### src/logic/memPkg.sv
// memory stage package with word types, operation enums and cp0 constants
package memPkg;

    typedef logic [31:0] word_t;     // data or address word
    typedef logic [4:0]  regAddr_t;  // gpr destination or cp0 register number
    typedef logic [4:0]  excCode_t;  // cause.ExcCode encoding

    typedef enum logic [3:0] {
        memNone,
        memLw,
        memLh,
        memLhu,
        memLb,
        memLbu,
        memSw,
        memSh,
        memSb
    } memOp_t;

    // source of the result forwarded back to execute
    typedef enum logic [1:0] {
        wbPcPlus8,
        wbAluOut,
        wbOperandB
    } wbSel_t;

    typedef enum logic [1:0] {
        cp0OpNone,
        cp0OpMfc0,
        cp0OpMtc0,
        cp0OpEret
    } cp0Op_t;

    typedef enum logic [1:0] {
        entryNone,
        entryException,
        entryEretReturn
    } entrySel_t;

    localparam excCode_t excInt  = 5'd0;
    localparam excCode_t excAdel = 5'd4;
    localparam excCode_t excAdes = 5'd5;
    localparam excCode_t excSys  = 5'd8;
    localparam excCode_t excBp   = 5'd9;
    localparam excCode_t excRi   = 5'd10;

    localparam regAddr_t cp0BadVAddr = 5'd8;
    localparam regAddr_t cp0Count    = 5'd9;
    localparam regAddr_t cp0Status   = 5'd12;
    localparam regAddr_t cp0Cause    = 5'd13;
    localparam regAddr_t cp0Epc      = 5'd14;

    localparam word_t vecBoot   = 32'hBFC0_0380;  // BEV set
    localparam word_t vecNormal = 32'h8000_0180;

    // status fields, BEV / IM / EXL / IE are writable by mtc0
    localparam int    statusBevBit  = 22;
    localparam int    statusExlBit  = 1;
    localparam int    statusIeBit   = 0;
    localparam word_t statusWrMask  = 32'h0040_FF03;

    localparam word_t resetStatusDefault = 32'h0040_0000;  // boot vectors after reset

endpackage
### src/logic/memIfc.sv
// memory stage interfaces for the latched instruction and the cp0 status view
`timescale 1ns/100ps

interface memInstrIf import memPkg::*; ();
    word_t    pc;
    word_t    aluOut;      // also the data address
    word_t    operandB;    // store data, mtc0 data, hi/lo or rt value
    regAddr_t dstReg;
    logic     regWr;
    wbSel_t   wbSel;
    memOp_t   memOp;
    cp0Op_t   cp0Op;
    regAddr_t cp0Addr;
    excCode_t inExc;       // code raised before memory
    logic     inExcValid;
    logic     inDelaySlot;

    modport src (
        output pc, aluOut, operandB, dstReg, regWr, wbSel, memOp, cp0Op, cp0Addr,
               inExc, inExcValid, inDelaySlot
    );

    modport dst (
        input pc, aluOut, operandB, dstReg, regWr, wbSel, memOp, cp0Op, cp0Addr,
              inExc, inExcValid, inDelaySlot
    );
endinterface

interface cp0StatusIf import memPkg::*; ();
    logic       bev;
    logic       exl;
    logic       ie;
    logic [7:0] im;
    logic [7:0] ip;   // hw 7..2, sw 1..0
    word_t      epc;

    modport cp0 (output bev, exl, ie, im, ip, epc);

    modport exc (input bev, exl, ie, im, ip, epc);
endinterface

### src/logic/memStage.sv
// memory stage top joining the pipeline register, access, exception and cp0 blocks
`timescale 1ns/100ps

module memStage import memPkg::*; #(
    parameter word_t resetStatus = resetStatusDefault
) (
    input  logic       clk,
    input  logic       rstN,
    input  logic       memFlush,
    input  logic       memWr,
    input  logic       memDisWr,
    input  word_t      exePc,
    input  word_t      exeAluOut,
    input  word_t      exeOperandB,
    input  regAddr_t   exeDst,
    input  regAddr_t   exeCp0Addr,
    input  logic       exeRegWr,
    input  logic       exeIsBranch,
    input  logic       exeInExcValid,
    input  wbSel_t     exeWbSel,
    input  memOp_t     exeMemOp,
    input  cp0Op_t     exeCp0Op,
    input  excCode_t   exeInExc,
    input  logic [5:0] interrupt,
    output word_t      memPc,
    output word_t      memResult,
    output regAddr_t   memDst,
    output logic       memRegWr,
    output logic       dbusValid,
    output logic       dbusWrite,
    output word_t      dbusAddr,
    output word_t      dbusWdata,
    output logic [3:0] dbusWstrb,
    output logic       flushException,
    output entrySel_t  entrySel,
    output word_t      exceptionVector,
    output word_t      cp0Epc
);

    memInstrIf  memInstr ();
    cp0StatusIf cp0Status ();

    logic     excTake;
    logic     eretTake;
    excCode_t excCode;
    word_t    badVAddr;
    word_t    cp0RdData;

    assign memPc  = memInstr.pc;
    assign memDst = memInstr.dstReg;  // bypass and refetch use the raw dst

    memStageReg uMemStageReg (
        .clk(clk), .rstN(rstN), .memFlush(memFlush), .memWr(memWr), .excTake(excTake),
        .exePc(exePc), .exeAluOut(exeAluOut), .exeOperandB(exeOperandB),
        .exeDst(exeDst), .exeCp0Addr(exeCp0Addr), .exeRegWr(exeRegWr),
        .exeIsBranch(exeIsBranch), .exeInExcValid(exeInExcValid), .exeWbSel(exeWbSel),
        .exeMemOp(exeMemOp), .exeCp0Op(exeCp0Op), .exeInExc(exeInExc),
        .instr(memInstr.src)
    );

    memAccess uMemAccess (
        .instr(memInstr.dst), .excTake(excTake), .cp0RdData(cp0RdData),
        .memResult(memResult), .memRegWr(memRegWr), .dbusValid(dbusValid),
        .dbusWrite(dbusWrite), .dbusAddr(dbusAddr), .dbusWdata(dbusWdata),
        .dbusWstrb(dbusWstrb)
    );

    exceptionUnit uExceptionUnit (
        .instr(memInstr.dst), .status(cp0Status.exc), .memDisWr(memDisWr),
        .excTake(excTake), .eretTake(eretTake), .flushException(flushException),
        .excCode(excCode), .badVAddr(badVAddr), .entrySel(entrySel),
        .exceptionVector(exceptionVector)
    );

    cp0Regs #(.resetStatus(resetStatus)) uCp0Regs (
        .clk(clk), .rstN(rstN), .memDisWr(memDisWr), .excTake(excTake),
        .eretTake(eretTake), .excCode(excCode), .badVAddr(badVAddr),
        .interrupt(interrupt), .instr(memInstr.dst), .cp0RdData(cp0RdData),
        .cp0Epc(cp0Epc), .status(cp0Status.cp0)
    );

endmodule

### src/logic/cp0Regs.sv
// coprocessor 0 registers with mtc0/mfc0, exception commit, eret and count
`timescale 1ns/100ps

module cp0Regs import memPkg::*; #(
    parameter word_t resetStatus = resetStatusDefault
) (
    input  logic       clk,
    input  logic       rstN,
    input  logic       memDisWr,
    input  logic       excTake,
    input  logic       eretTake,
    input  excCode_t   excCode,
    input  word_t      badVAddr,
    input  logic [5:0] interrupt,
    memInstrIf.dst     instr,
    output word_t      cp0RdData,
    output word_t      cp0Epc,
    cp0StatusIf.cp0    status
);

    word_t      statusQ;
    word_t      epcQ;
    word_t      badVAddrQ;
    word_t      countQ;
    logic       causeBd;
    logic [5:0] causeIpHw;
    logic [1:0] causeIpSw;
    excCode_t   causeExc;
    word_t      causeWord;
    logic       mtc0Wr;

    // no write while stalled or when the instruction is cancelled
    assign mtc0Wr = (instr.cp0Op == cp0OpMtc0) && !memDisWr && !excTake;

    always_ff @(posedge clk) begin
        if (!rstN) begin
            statusQ <= resetStatus;
        end else if (excTake) begin
            statusQ[statusExlBit] <= 1'b1;
        end else if (eretTake) begin
            statusQ[statusExlBit] <= 1'b0;
        end else if (mtc0Wr && instr.cp0Addr == cp0Status) begin
            statusQ <= (statusQ & ~statusWrMask) | (instr.operandB & statusWrMask);
        end
    end

    always_ff @(posedge clk) begin
        if (!rstN) begin
            causeBd   <= 1'b0;
            causeIpHw <= 6'd0;
            causeIpSw <= 2'd0;
            causeExc  <= excInt;
        end else begin
            causeIpHw <= interrupt;  // sampled every cycle
            if (excTake) begin
                causeBd  <= instr.inDelaySlot;
                causeExc <= excCode;
            end else if (mtc0Wr && instr.cp0Addr == cp0Cause) begin
                causeIpSw <= instr.operandB[9:8];  // software interrupts only
            end
        end
    end

    always_ff @(posedge clk) begin
        if (!rstN) begin
            epcQ <= '0;
        end else if (excTake) begin
            epcQ <= instr.inDelaySlot ? instr.pc - 32'd4 : instr.pc;  // restart at the branch
        end else if (mtc0Wr && instr.cp0Addr == memPkg::cp0Epc) begin
            epcQ <= instr.operandB;
        end
    end

    always_ff @(posedge clk) begin
        if (excTake && (excCode == excAdel || excCode == excAdes)) begin
            badVAddrQ <= badVAddr;
        end
    end

    always_ff @(posedge clk) begin
        if (!rstN) begin
            countQ <= '0;
        end else if (mtc0Wr && instr.cp0Addr == cp0Count) begin
            countQ <= instr.operandB;
        end else begin
            countQ <= countQ + 32'd1;
        end
    end

    assign causeWord = {causeBd, 15'd0, causeIpHw, causeIpSw, 1'b0, causeExc, 2'b00};

    always_comb begin
        case (instr.cp0Addr)
            cp0BadVAddr:    cp0RdData = badVAddrQ;
            cp0Count:       cp0RdData = countQ;
            cp0Status:      cp0RdData = statusQ;
            cp0Cause:       cp0RdData = causeWord;
            memPkg::cp0Epc: cp0RdData = epcQ;
            default:        cp0RdData = '0;  // unimplemented reads as zero
        endcase
    end

    assign status.bev = statusQ[statusBevBit];
    assign status.exl = statusQ[statusExlBit];
    assign status.ie  = statusQ[statusIeBit];
    assign status.im  = statusQ[15:8];
    assign status.ip  = {causeIpHw, causeIpSw};
    assign status.epc = epcQ;
    assign cp0Epc     = epcQ;

endmodule

### src/logic/exceptionUnit.sv
// exception and interrupt priority, redirect vector and pipeline flush
`timescale 1ns/100ps

module exceptionUnit import memPkg::*; (
    memInstrIf.dst    instr,
    cp0StatusIf.exc   status,
    input  logic      memDisWr,
    output logic      excTake,
    output logic      eretTake,
    output logic      flushException,
    output excCode_t  excCode,
    output word_t     badVAddr,
    output entrySel_t entrySel,
    output word_t     exceptionVector
);

    logic intPending;
    logic addrErrLoad;
    logic addrErrStore;
    logic excDetect;

    // interrupts are masked while exl is set
    assign intPending = status.ie && !status.exl && |(status.ip & status.im);

    always_comb begin
        addrErrLoad  = 1'b0;
        addrErrStore = 1'b0;
        case (instr.memOp)
            memLw:        addrErrLoad  = |instr.aluOut[1:0];
            memLh, memLhu: addrErrLoad = instr.aluOut[0];
            memSw:        addrErrStore = |instr.aluOut[1:0];
            memSh:        addrErrStore = instr.aluOut[0];
            default: ;
        endcase
    end

    // highest priority first
    always_comb begin
        excDetect = 1'b1;
        excCode   = excInt;
        badVAddr  = instr.aluOut;
        if (intPending) begin
            excCode = excInt;
        end else if (instr.inExcValid) begin
            excCode  = instr.inExc;
            badVAddr = instr.pc;  // fetch side address error
        end else if (addrErrLoad) begin
            excCode = excAdel;
        end else if (addrErrStore) begin
            excCode = excAdes;
        end else begin
            excDetect = 1'b0;
        end
    end

    assign excTake        = excDetect && !memDisWr;
    assign eretTake       = !excDetect && (instr.cp0Op == cp0OpEret) && !memDisWr;
    assign flushException = excTake || eretTake;

    always_comb begin
        if (excTake) begin
            entrySel = entryException;
        end else if (eretTake) begin
            entrySel = entryEretReturn;
        end else begin
            entrySel = entryNone;
        end
    end

    // epc for eret, otherwise the bev selected vector
    always_comb begin
        if (eretTake) begin
            exceptionVector = status.epc;
        end else begin
            exceptionVector = status.bev ? vecBoot : vecNormal;
        end
    end

endmodule

### src/logic/memAccess.sv
// data cache request forming and forwarding result select
`timescale 1ns/100ps

module memAccess import memPkg::*; (
    memInstrIf.dst     instr,
    input  logic       excTake,
    input  word_t      cp0RdData,
    output word_t      memResult,
    output logic       memRegWr,
    output logic       dbusValid,
    output logic       dbusWrite,
    output word_t      dbusAddr,
    output word_t      dbusWdata,
    output logic [3:0] dbusWstrb
);

    logic isLoad;
    logic isStore;

    assign isLoad  = instr.memOp inside {memLw, memLh, memLhu, memLb, memLbu};
    assign isStore = instr.memOp inside {memSw, memSh, memSb};

    assign dbusValid = (isLoad || isStore) && !excTake;  // cancelled access never issues
    assign dbusWrite = isStore;
    assign dbusAddr  = instr.aluOut;
    assign memRegWr  = instr.regWr && !excTake;

    // byte lanes from size and low address bits
    always_comb begin
        dbusWstrb = 4'b0000;
        dbusWdata = instr.operandB;
        case (instr.memOp)
            memSw: dbusWstrb = 4'b1111;
            memSh: begin
                dbusWstrb = instr.aluOut[1] ? 4'b1100 : 4'b0011;
                dbusWdata = {2{instr.operandB[15:0]}};
            end
            memSb: begin
                dbusWstrb = 4'b0001 << instr.aluOut[1:0];
                dbusWdata = {4{instr.operandB[7:0]}};
            end
            default: ;
        endcase
    end

    always_comb begin
        case (instr.wbSel)
            wbPcPlus8: memResult = instr.pc + 32'd8;  // link address
            wbAluOut:  memResult = instr.aluOut;
            default:   memResult = (instr.cp0Op == cp0OpMfc0) ? cp0RdData : instr.operandB;
        endcase
    end

endmodule

### src/logic/memStageReg.sv
// execute to memory pipeline register with stall, flush and delay slot tracking
`timescale 1ns/100ps

module memStageReg import memPkg::*; (
    input  logic     clk,
    input  logic     rstN,
    input  logic     memFlush,
    input  logic     memWr,
    input  logic     excTake,
    input  word_t    exePc,
    input  word_t    exeAluOut,
    input  word_t    exeOperandB,
    input  regAddr_t exeDst,
    input  regAddr_t exeCp0Addr,
    input  logic     exeRegWr,
    input  logic     exeIsBranch,
    input  logic     exeInExcValid,
    input  wbSel_t   exeWbSel,
    input  memOp_t   exeMemOp,
    input  cp0Op_t   exeCp0Op,
    input  excCode_t exeInExc,
    memInstrIf.src   instr
);

    logic lastBranch;  // the instruction now in mem is a branch
    logic bubble;

    assign bubble = memFlush || excTake;

    // control fields
    always_ff @(posedge clk) begin
        if (!rstN) begin
            instr.regWr       <= 1'b0;
            instr.wbSel       <= wbAluOut;
            instr.memOp       <= memNone;
            instr.cp0Op       <= cp0OpNone;
            instr.inExcValid  <= 1'b0;
            instr.inDelaySlot <= 1'b0;
            lastBranch        <= 1'b0;
        end else if (bubble) begin
            instr.regWr       <= 1'b0;
            instr.wbSel       <= wbAluOut;
            instr.memOp       <= memNone;
            instr.cp0Op       <= cp0OpNone;
            instr.inExcValid  <= 1'b0;
            instr.inDelaySlot <= 1'b0;
            lastBranch        <= 1'b0;
        end else if (memWr) begin
            instr.regWr       <= exeRegWr;
            instr.wbSel       <= exeWbSel;
            instr.memOp       <= exeMemOp;
            instr.cp0Op       <= exeCp0Op;
            instr.inExcValid  <= exeInExcValid;
            instr.inDelaySlot <= lastBranch;  // follows a branch
            lastBranch        <= exeIsBranch;
        end
    end

    // payload is only meaningful under valid controls
    always_ff @(posedge clk) begin
        if (memWr && !bubble) begin
            instr.pc       <= exePc;
            instr.aluOut   <= exeAluOut;
            instr.operandB <= exeOperandB;
            instr.dstReg   <= exeDst;
            instr.cp0Addr  <= exeCp0Addr;
            instr.inExc    <= exeInExc;
        end
    end

endmodule

### config.mk
export PLATFORM = sky130hd
export DESIGN_NAME = memStage
export DESIGN_NICKNAME = d
export VERILOG_FILES = /design/src/logic/memPkg.sv /design/src/logic/memIfc.sv /design/src/logic/memStage.sv /design/src/logic/cp0Regs.sv /design/src/logic/exceptionUnit.sv /design/src/logic/memAccess.sv /design/src/logic/memStageReg.sv
export SDC_FILE = /design/constraint.sdc
export NUM_CORES = 1
export LEC_CHECK = 0
export BUFFER_PORTS_ARGS = -buffer_cell sky130_fd_sc_hd__buf_4
export CAP_MARGIN = 20
export CORE_ASPECT_RATIO = 0.7
export CORE_UTILIZATION = 25
export CTS_CLUSTER_DIAMETER = 100
export CTS_CLUSTER_SIZE = 25
export DETAILED_ROUTE_END_ITERATION = 10
export GPL_TIMING_DRIVEN = 1
export SLEW_MARGIN = 20
export SYNTH_ARGS = -nofsm -noshare
export SYNTH_HDL_FRONTEND = slang
export SYNTH_SLANG_ARGS = --single-unit
### constraint.sdc
create_clock -name clk -period 5.9 [get_ports clk]
set_input_delay 0 -clock clk [delete_from_list [all_inputs] [get_ports clk]]
set_output_delay 0 -clock clk [all_outputs]
set_load 0.02 [all_outputs]
# Yosys cells after proc, flatten, opt, wreduce, memory -nomap -nowiden

Index checks and enable logic that the tools add are counted.

Reductions and logical operators: 35
Bitwise gates (word level): 5
$add $sub $neg: 3
Mux-type cells: 29
Shift-type cells: 1
Eq/ne operators: 19

Operator list:

| cell                  | number |
|---|---|
| $mux 32               | 8 |
| $pmux 32 s5           | 1 |
| $pmux 32 s2           | 2 |
| $add 32x1->32 const B | 1 |
| $add 32x4->32 const B | 1 |
| $or 32x23->32         | 1 |
| $sub 32x3->32 const B | 1 |
| $mux 30               | 1 |
| $eq 5x4->1 const B    | 5 |
| $eq 4x3->1 const B    | 4 |
| $logic_and 1x1->1     | 15 |
| $mux 5                | 3 |
| $pmux 4 s3            | 1 |
| $eq 5x3->1 const B    | 2 |
| $and 8x8->8           | 1 |
| $eq 4x2->1 const B    | 2 |
| $reduce_or 8->1       | 1 |
| $mux 1                | 6 |
| $mux 2                | 3 |
| $reduce_bool 3->1     | 2 |
| $reduce_or 2->1       | 3 |
| $logic_not 1->1       | 5 |
| $reduce_bool 5->1     | 1 |
| $eq 2x1->1 const B    | 2 |
| 13 further kinds      | 20 |

Output and inout bits: 207
Register bits after elaboration: 265
Input bits: 133
Logic and storage cells: 114

# Longest topological paths before layout

Word-level depth: 13
Gate-level depth with buffers: 10

# Modules after synthesis

Synthesis repeated with hierarchy kept, for this count alone.

Cells, all modules: 1320
Area, all modules: 13190.2 µm²

Modules (own cells, without submodules):

| module        | instances | area an instance (µm²) | cells an instance | sequential area each (µm²) |
|---|---|---|---|---|
| cp0Regs       | 1         | 6319.8                 | 670               | 2742.6 |
| memStageReg   | 1         | 3782.4                 | 152               | 3573.4 |
| memAccess     | 1         | 2199.6                 | 390               | 0.0 |
| exceptionUnit | 1         | 888.4                  | 108               | 0.0 |

# Worst setup path before layout

OpenSTA, ideal clock, no wires.

Path kind: register to register
Start point: register uMemStageReg.instr.aluOut[1]
End point: register uMemStageReg.instr.aluOut[0] (enable)
Data required time: 5.417 ns
Buffers on the path: 0
Data arrival time: 4.077 ns
Period minus slack after synthesis: 4.560 ns
Cell stages (with the launch flop): 8
Path slack: 1.340 ns
Cells stage by stage: edfxtp_1 > nor2b_1 > o221ai_1 > nand4_1 > nand2b_1 > inv_1 > nor2_1 > and2_1

Cells in the longest elaborated chain, start to end: 10
Elaborated cells between the ends (all ways): 11
Those cells by class: mux: 6; reduce/logical: 5

RTL lines:

| element                | RTL line                                 | text |
|---|---|---|
| from (decl)            | memIfc.sv:19                             | `output pc, aluOut, operandB, dstReg, regWr, wbSel, memOp, cp0Op, cp0Addr,` |
| from (signal assigned) | memStageReg.sv:63                        | `instr.aluOut <= exeAluOut;` |
| $reduce_or 2->1 (*)    | exceptionUnit.sv:29, exceptionUnit.sv:31 |  |
| $pmux 1 s2             | exceptionUnit.sv:28                      | `case (instr.memOp)` |
| $mux 1                 | exceptionUnit.sv:49                      | `end else if (addrErrStore) begin` |
| $mux 1 (*)             | exceptionUnit.sv:47                      | `end else if (addrErrLoad) begin` |
| $mux 1 (*)             | exceptionUnit.sv:44                      | `end else if (instr.inExcValid) begin` |
| $mux 1 (*)             | exceptionUnit.sv:42                      | `if (intPending) begin` |
| $logic_and 1x1->1 (*)  | exceptionUnit.sv:56                      | `assign excTake = excDetect && !memDisWr;` |
| $logic_or 1x1->1 (*)   | memStageReg.sv:28                        | `assign bubble = memFlush \|\| excTake;` |
| $logic_not 1->1 (*)    | memStageReg.sv:61                        | `if (memWr && !bubble) begin` |
| $logic_and 1x1->1 (*)  | memStageReg.sv:61                        |  |

Every way passes the cells marked *; elsewhere a longest branch is shown, timed or not.
A chain may end at the register's enable or synchronous reset.

# Worst setup path after layout

Start point: register uMemStageReg.instr.cp0Addr[1]
End point: output port memResult[15]

Cells in the longest elaborated chain, start to end: 4
Elaborated cells between the ends (all ways): 8
Those cells by class: eq/ne: 5; mux: 3

RTL lines:

| element                | RTL line          | text |
|---|---|---|
| from (decl)            | memIfc.sv:19      |  |
| from (signal assigned) | memStageReg.sv:66 | `instr.cp0Addr <= exeCp0Addr;` |
| $eq 5x4->1             | cp0Regs.sv:93     | `case (instr.cp0Addr)` |
| $pmux 32 s5 (*)        | cp0Regs.sv:93     |  |
| $mux 32 (*)            | memAccess.sv:50   | `default: memResult = (instr.cp0Op == cp0OpMfc0) ? cp0RdData : instr.operandB;` |
| $pmux 32 s2 (*)        | memAccess.sv:47   | `case (instr.wbSel)` |
| to (decl)              | memStage.sv:26    | `output word_t memResult,` |

Marked as above.

==> results.cfg <==
[clock_network]
clk_path_buf_depth = 3
cts-root-buf = sky130_fd_sc_hd__clkbuf_16
path_clk_slew_ns = 0.11
cts_tree = built
cts.sinks = 244
clock_network_latency_to_the_later_pin_of_the_worst_skew_pair_ns = 0.54
ctsHtreeMaxLevel = 1
cts_buffers = 15

[route]
antenna_left = 0
drt_first_iter_violations = 1320
first_pass_iters = 6
via_per_inst = 5.07
detail_route.wl_per_cell_um = 23.2
drt_drc_violations_left = 0
dr_total_vias = 11800
wl_mm = 54.0

[cells_and_area]
fill_cells = 4852
post_layout_net_count = 1795
seq_area_um2 = 6320
utilization_after_layout_pct = 36.1
final_cells = 2322
multi_input_comb_area_um2 = 5590
post_route_cells_drive_above_1_share_pct = 26.4
area_growth_pct = 41.1

[worst_setup_path]
cp.required_ns = 5.90
cp.arrival_ns = 3.70
startpoint_type_of_the_worst_setup_path = flip-flop
max_stage_delay_ns = 0.73
max_stage_delay_cell_worst_path = sky130_fd_sc_hd__edfxtp_1
crit_path_cell_trace = nor2b_1 -> and2_1 -> buf_4 -> a222oi_1 -> a21oi_1 -> a21oi_1 -> o21ai_0 -> buf_4
critical_path.max_fanout = 15
element_type_at_the_critical_path_end = output port
worst-setup-path-type = flip-flop to output port

[yosys]
async_flop_share_pct = 0
syn_nets = 1370
yosysUniqueCellTypes = 62
synth_largest_type_area_fraction_pct = 34.8
synth_seq_cells = 244
synth_top_cell_by_area = sky130_fd_sc_hd__edfxtp_1
ys.warnings.count = 0
post_synth_instance_area_um2 = 12400
synth-edff-count = 143
average_footprint_of_a_synthesized_cell_um2 = 10.0
synth-main-ff-cell = sky130_fd_sc_hd__edfxtp_1
synthesized_instance_count = 1232
synth-seq-area-share_pct = 51.1
synth.top_cells.by_area = sky130_fd_sc_hd__edfxtp_1 (35%), sky130_fd_sc_hd__dfxtp_1 (16%), sky130_fd_sc_hd__nand2_1 (4.4%)

[power]
p_leak_nw = 6.47
p_clk_share_pct = 31.9
power.switching_fraction_pct = 28.9
combinational_power_share_pct = 14.9
p_int_mw = 2.64
irDropWorstVdd_uv = 220
power.share.sequential_pct = 53.2
power.switching_mw = 1.07
power_density_nw_per_um2 = 213

[timing]
tightestPinTransition_ns = 0.967
max_slew_margin_pct = 35.3
setup-tns-final_ns = 0
clock_skew_ns = 0.0284
layout_worst_path_cycle_share_pct = 62.7
hold_viol = 0
finalWorstSetupSlack_ns = 2.20
period_minus_slack_ns = 3.70
report.final.slew_viol_count = 0
final-setup-viol-count = 0
max_freq_ghz = 0.270
grt_setup_unrepaired = false
hold_slack_ns = 0.172

[worst_hold_path]
tightest_hold_check_type = input pin to flip-flop

[global_route]
overflow_after_grt = 0
grt_util_met3_pct = 4.67
met1_usage_pct = 30.0
top_usage_layer = met2
grt_pass1_wl_mm = 76.8
grt_util_met2_pct = 30.3
grt_start_max_net_pins = 65
grt_usage_pct = 20.6
grt_antenna_before_repair = 3
number_of_global_route_vias_before_repair = 11300

[die]
placement_rows = 67
dieHeight_um = 188
ios = 340
starting_density_pct = 25.6
coreArea_um2 = 48300
design.die.area_um2 = 50300
die_w_um = 268

[job]
max_cap_viol_count = 0

[placement]
placed_cells_incl_taps = 2146
buffer_ports.inserted = 339
finalWeightedCongestion = 0.905
place.detailed.hpwl_mm = 38.8
dpl_worst_slack_ns = 2.31

[run_status]
outcome = completed
layout make-up:
cell class	count	share of cell area, %
inverter	14	0.301
timing repair buffer	506	24.0
clock buffer	19	2.24
clock inverter	7	0.438
multi-input combinational	876	32.1
sequential	244	36.2
antenna	1	0.0144
tap	655	4.70
placed cells by master (no fill, tap or decap), types with 5 or more instances in the layout:
cell type and instances:
sky130_fd_sc_hd__xor2_1 34, sky130_fd_sc_hd__ha_1 5, sky130_fd_sc_hd__nand2b_1 7, sky130_fd_sc_hd__o21ai_0 49
sky130_fd_sc_hd__nor2_1 90, sky130_fd_sc_hd__a21oi_1 97, sky130_fd_sc_hd__nor3_1 13, sky130_fd_sc_hd__buf_4 357
sky130_fd_sc_hd__a222oi_1 20, sky130_fd_sc_hd__a221oi_1 11, sky130_fd_sc_hd__clkbuf_16 15, sky130_fd_sc_hd__nand3b_1 7
sky130_fd_sc_hd__nor4_1 7, sky130_fd_sc_hd__dfxtp_1 101, sky130_fd_sc_hd__dlygate4sd3_1 148, sky130_fd_sc_hd__nand2_1 146
sky130_fd_sc_hd__mux2i_1 30, sky130_fd_sc_hd__a21o_1 10, sky130_fd_sc_hd__and2_1 30, sky130_fd_sc_hd__a22oi_1 52
sky130_fd_sc_hd__and4_1 8, sky130_fd_sc_hd__o221ai_1 9, sky130_fd_sc_hd__and3_1 11, sky130_fd_sc_hd__inv_1 13
sky130_fd_sc_hd__xnor2_1 45, sky130_fd_sc_hd__nand4_1 23, sky130_fd_sc_hd__or3_1 7, sky130_fd_sc_hd__nor2b_1 7
sky130_fd_sc_hd__a211oi_1 23, sky130_fd_sc_hd__edfxtp_1 143, sky130_fd_sc_hd__nand3_1 38, sky130_fd_sc_hd__mux2_2 36
sky130_fd_sc_hd__o211ai_1 9
synth_stat cells, types with 13 or more instances:
master / n
sky130_fd_sc_hd__nand2_1: 146
sky130_fd_sc_hd__edfxtp_1: 143
sky130_fd_sc_hd__dfxtp_1: 101
sky130_fd_sc_hd__a21oi_1: 98
sky130_fd_sc_hd__nor2_1: 92
sky130_fd_sc_hd__clkbuf_1: 64
sky130_fd_sc_hd__a22oi_1: 52
sky130_fd_sc_hd__o21ai_0: 49
sky130_fd_sc_hd__xnor2_1: 45
sky130_fd_sc_hd__nand3_1: 38
sky130_fd_sc_hd__mux2_2: 36
sky130_fd_sc_hd__xor2_1: 34
sky130_fd_sc_hd__and2_1: 31
sky130_fd_sc_hd__mux2i_1: 30
sky130_fd_sc_hd__a211oi_1: 23
sky130_fd_sc_hd__nand4_1: 23
sky130_fd_sc_hd__a222oi_1: 20
sky130_fd_sc_hd__buf_2: 15
sky130_fd_sc_hd__nor3_1: 14
sky130_fd_sc_hd__inv_1: 13
repair_timing:
item                      4_1_cts  5_1_grt
buffers inserted                0        0
hold buffers                  148        0
gates resized for setup         0        0
hold endpoints to repair      151        0
power by group through the flow:
stage               clock network, mW  logic [mW]  registers (mW)
floorplan                           0       0.215            1.98
global placement                    0       0.461            2.01
detailed placement                  0       0.466            2.01
CTS                              1.20       0.550            1.97
global route                     1.25       0.584            1.98
finish                           1.18       0.552            1.97
worst max-delay path, delay by kind of cell, from the launching register on:
kind | cells | cell delay [ns]
AND/OR/NAND/NOR | 2 | 0.95
AO/OA/AOI/OAI | 4 | 0.84
flip-flops | 1 | 0.73
buffers and inverters | 2 | 0.64
path summary, 6_finish.rpt:
path                                                 from                                       to  slack (ns)  depth (start not counted)
setup / recovery  uMemStageReg.instr.cp0Addr[1]$_DFFE_PP_                            memResult[15]        2.20                          8
hold / removal                              exeAluOut[13]  uMemStageReg.instr.aluOut[13]$_DFFE_PP_        0.17                          2
hold reg to reg         uCp0Regs.causeExc[3]$_SDFFE_PN0N_        uCp0Regs.causeExc[3]$_SDFFE_PN0N_        0.46                          2
setup reg to reg   uMemStageReg.instr.aluOut[1]$_DFFE_PP_  uMemStageReg.instr.aluOut[21]$_DFFE_PP_        2.29                          8
per-stage QoR:
stage	area [um2]	power (mW)
floorplan	12400	2.20
global placement	15500	2.47
detailed placement	15500	2.47
CTS	17400	3.72
global route	17400	3.81
finish	17400	3.71
sequential cells by signal, summed over array words and instances (netlist names), 6 cells and up:
| register | cells |
|---|---|
| uMemStageReg.instr.pc | 32 |
| uCp0Regs.cp0Epc | 32 |
| uCp0Regs.causeIpHw | 6 |
| uMemStageReg.instr.operandB | 32 |
| uCp0Regs.badVAddrQ | 32 |
| uMemStageReg.instr.aluOut | 32 |
| uCp0Regs.countQ | 32 |
| uCp0Regs.statusQ | 11 |
cell families (layout without fill, tap and decap cells):
kind of cell | count (synthesis) | after routing | synth area share [%]
DFF | 244 | 244 | 51.1
AOI/OAI and AO/OA | 302 | 302 | 16.0
muxes | 66 | 66 | 5.71
buffers and inverters | 112 | 546 | 3.92
and+or+nand+nor | 424 | 424 | 17.1
adders and majority gates | 5 | 5 | 0.506
other | 0 | 1 | 0
xor gates and xnor gates | 79 | 79 | 5.60
metal layers:
metal / vias to the layer above / routed length (um)
met3: 55 / 4680
met4: 0 / 1300
li1: 5398 / -
met5: - / 0
met1: 5731 / 24600
met2: 585 / 23300
Power figures use the tool's default switching activity.
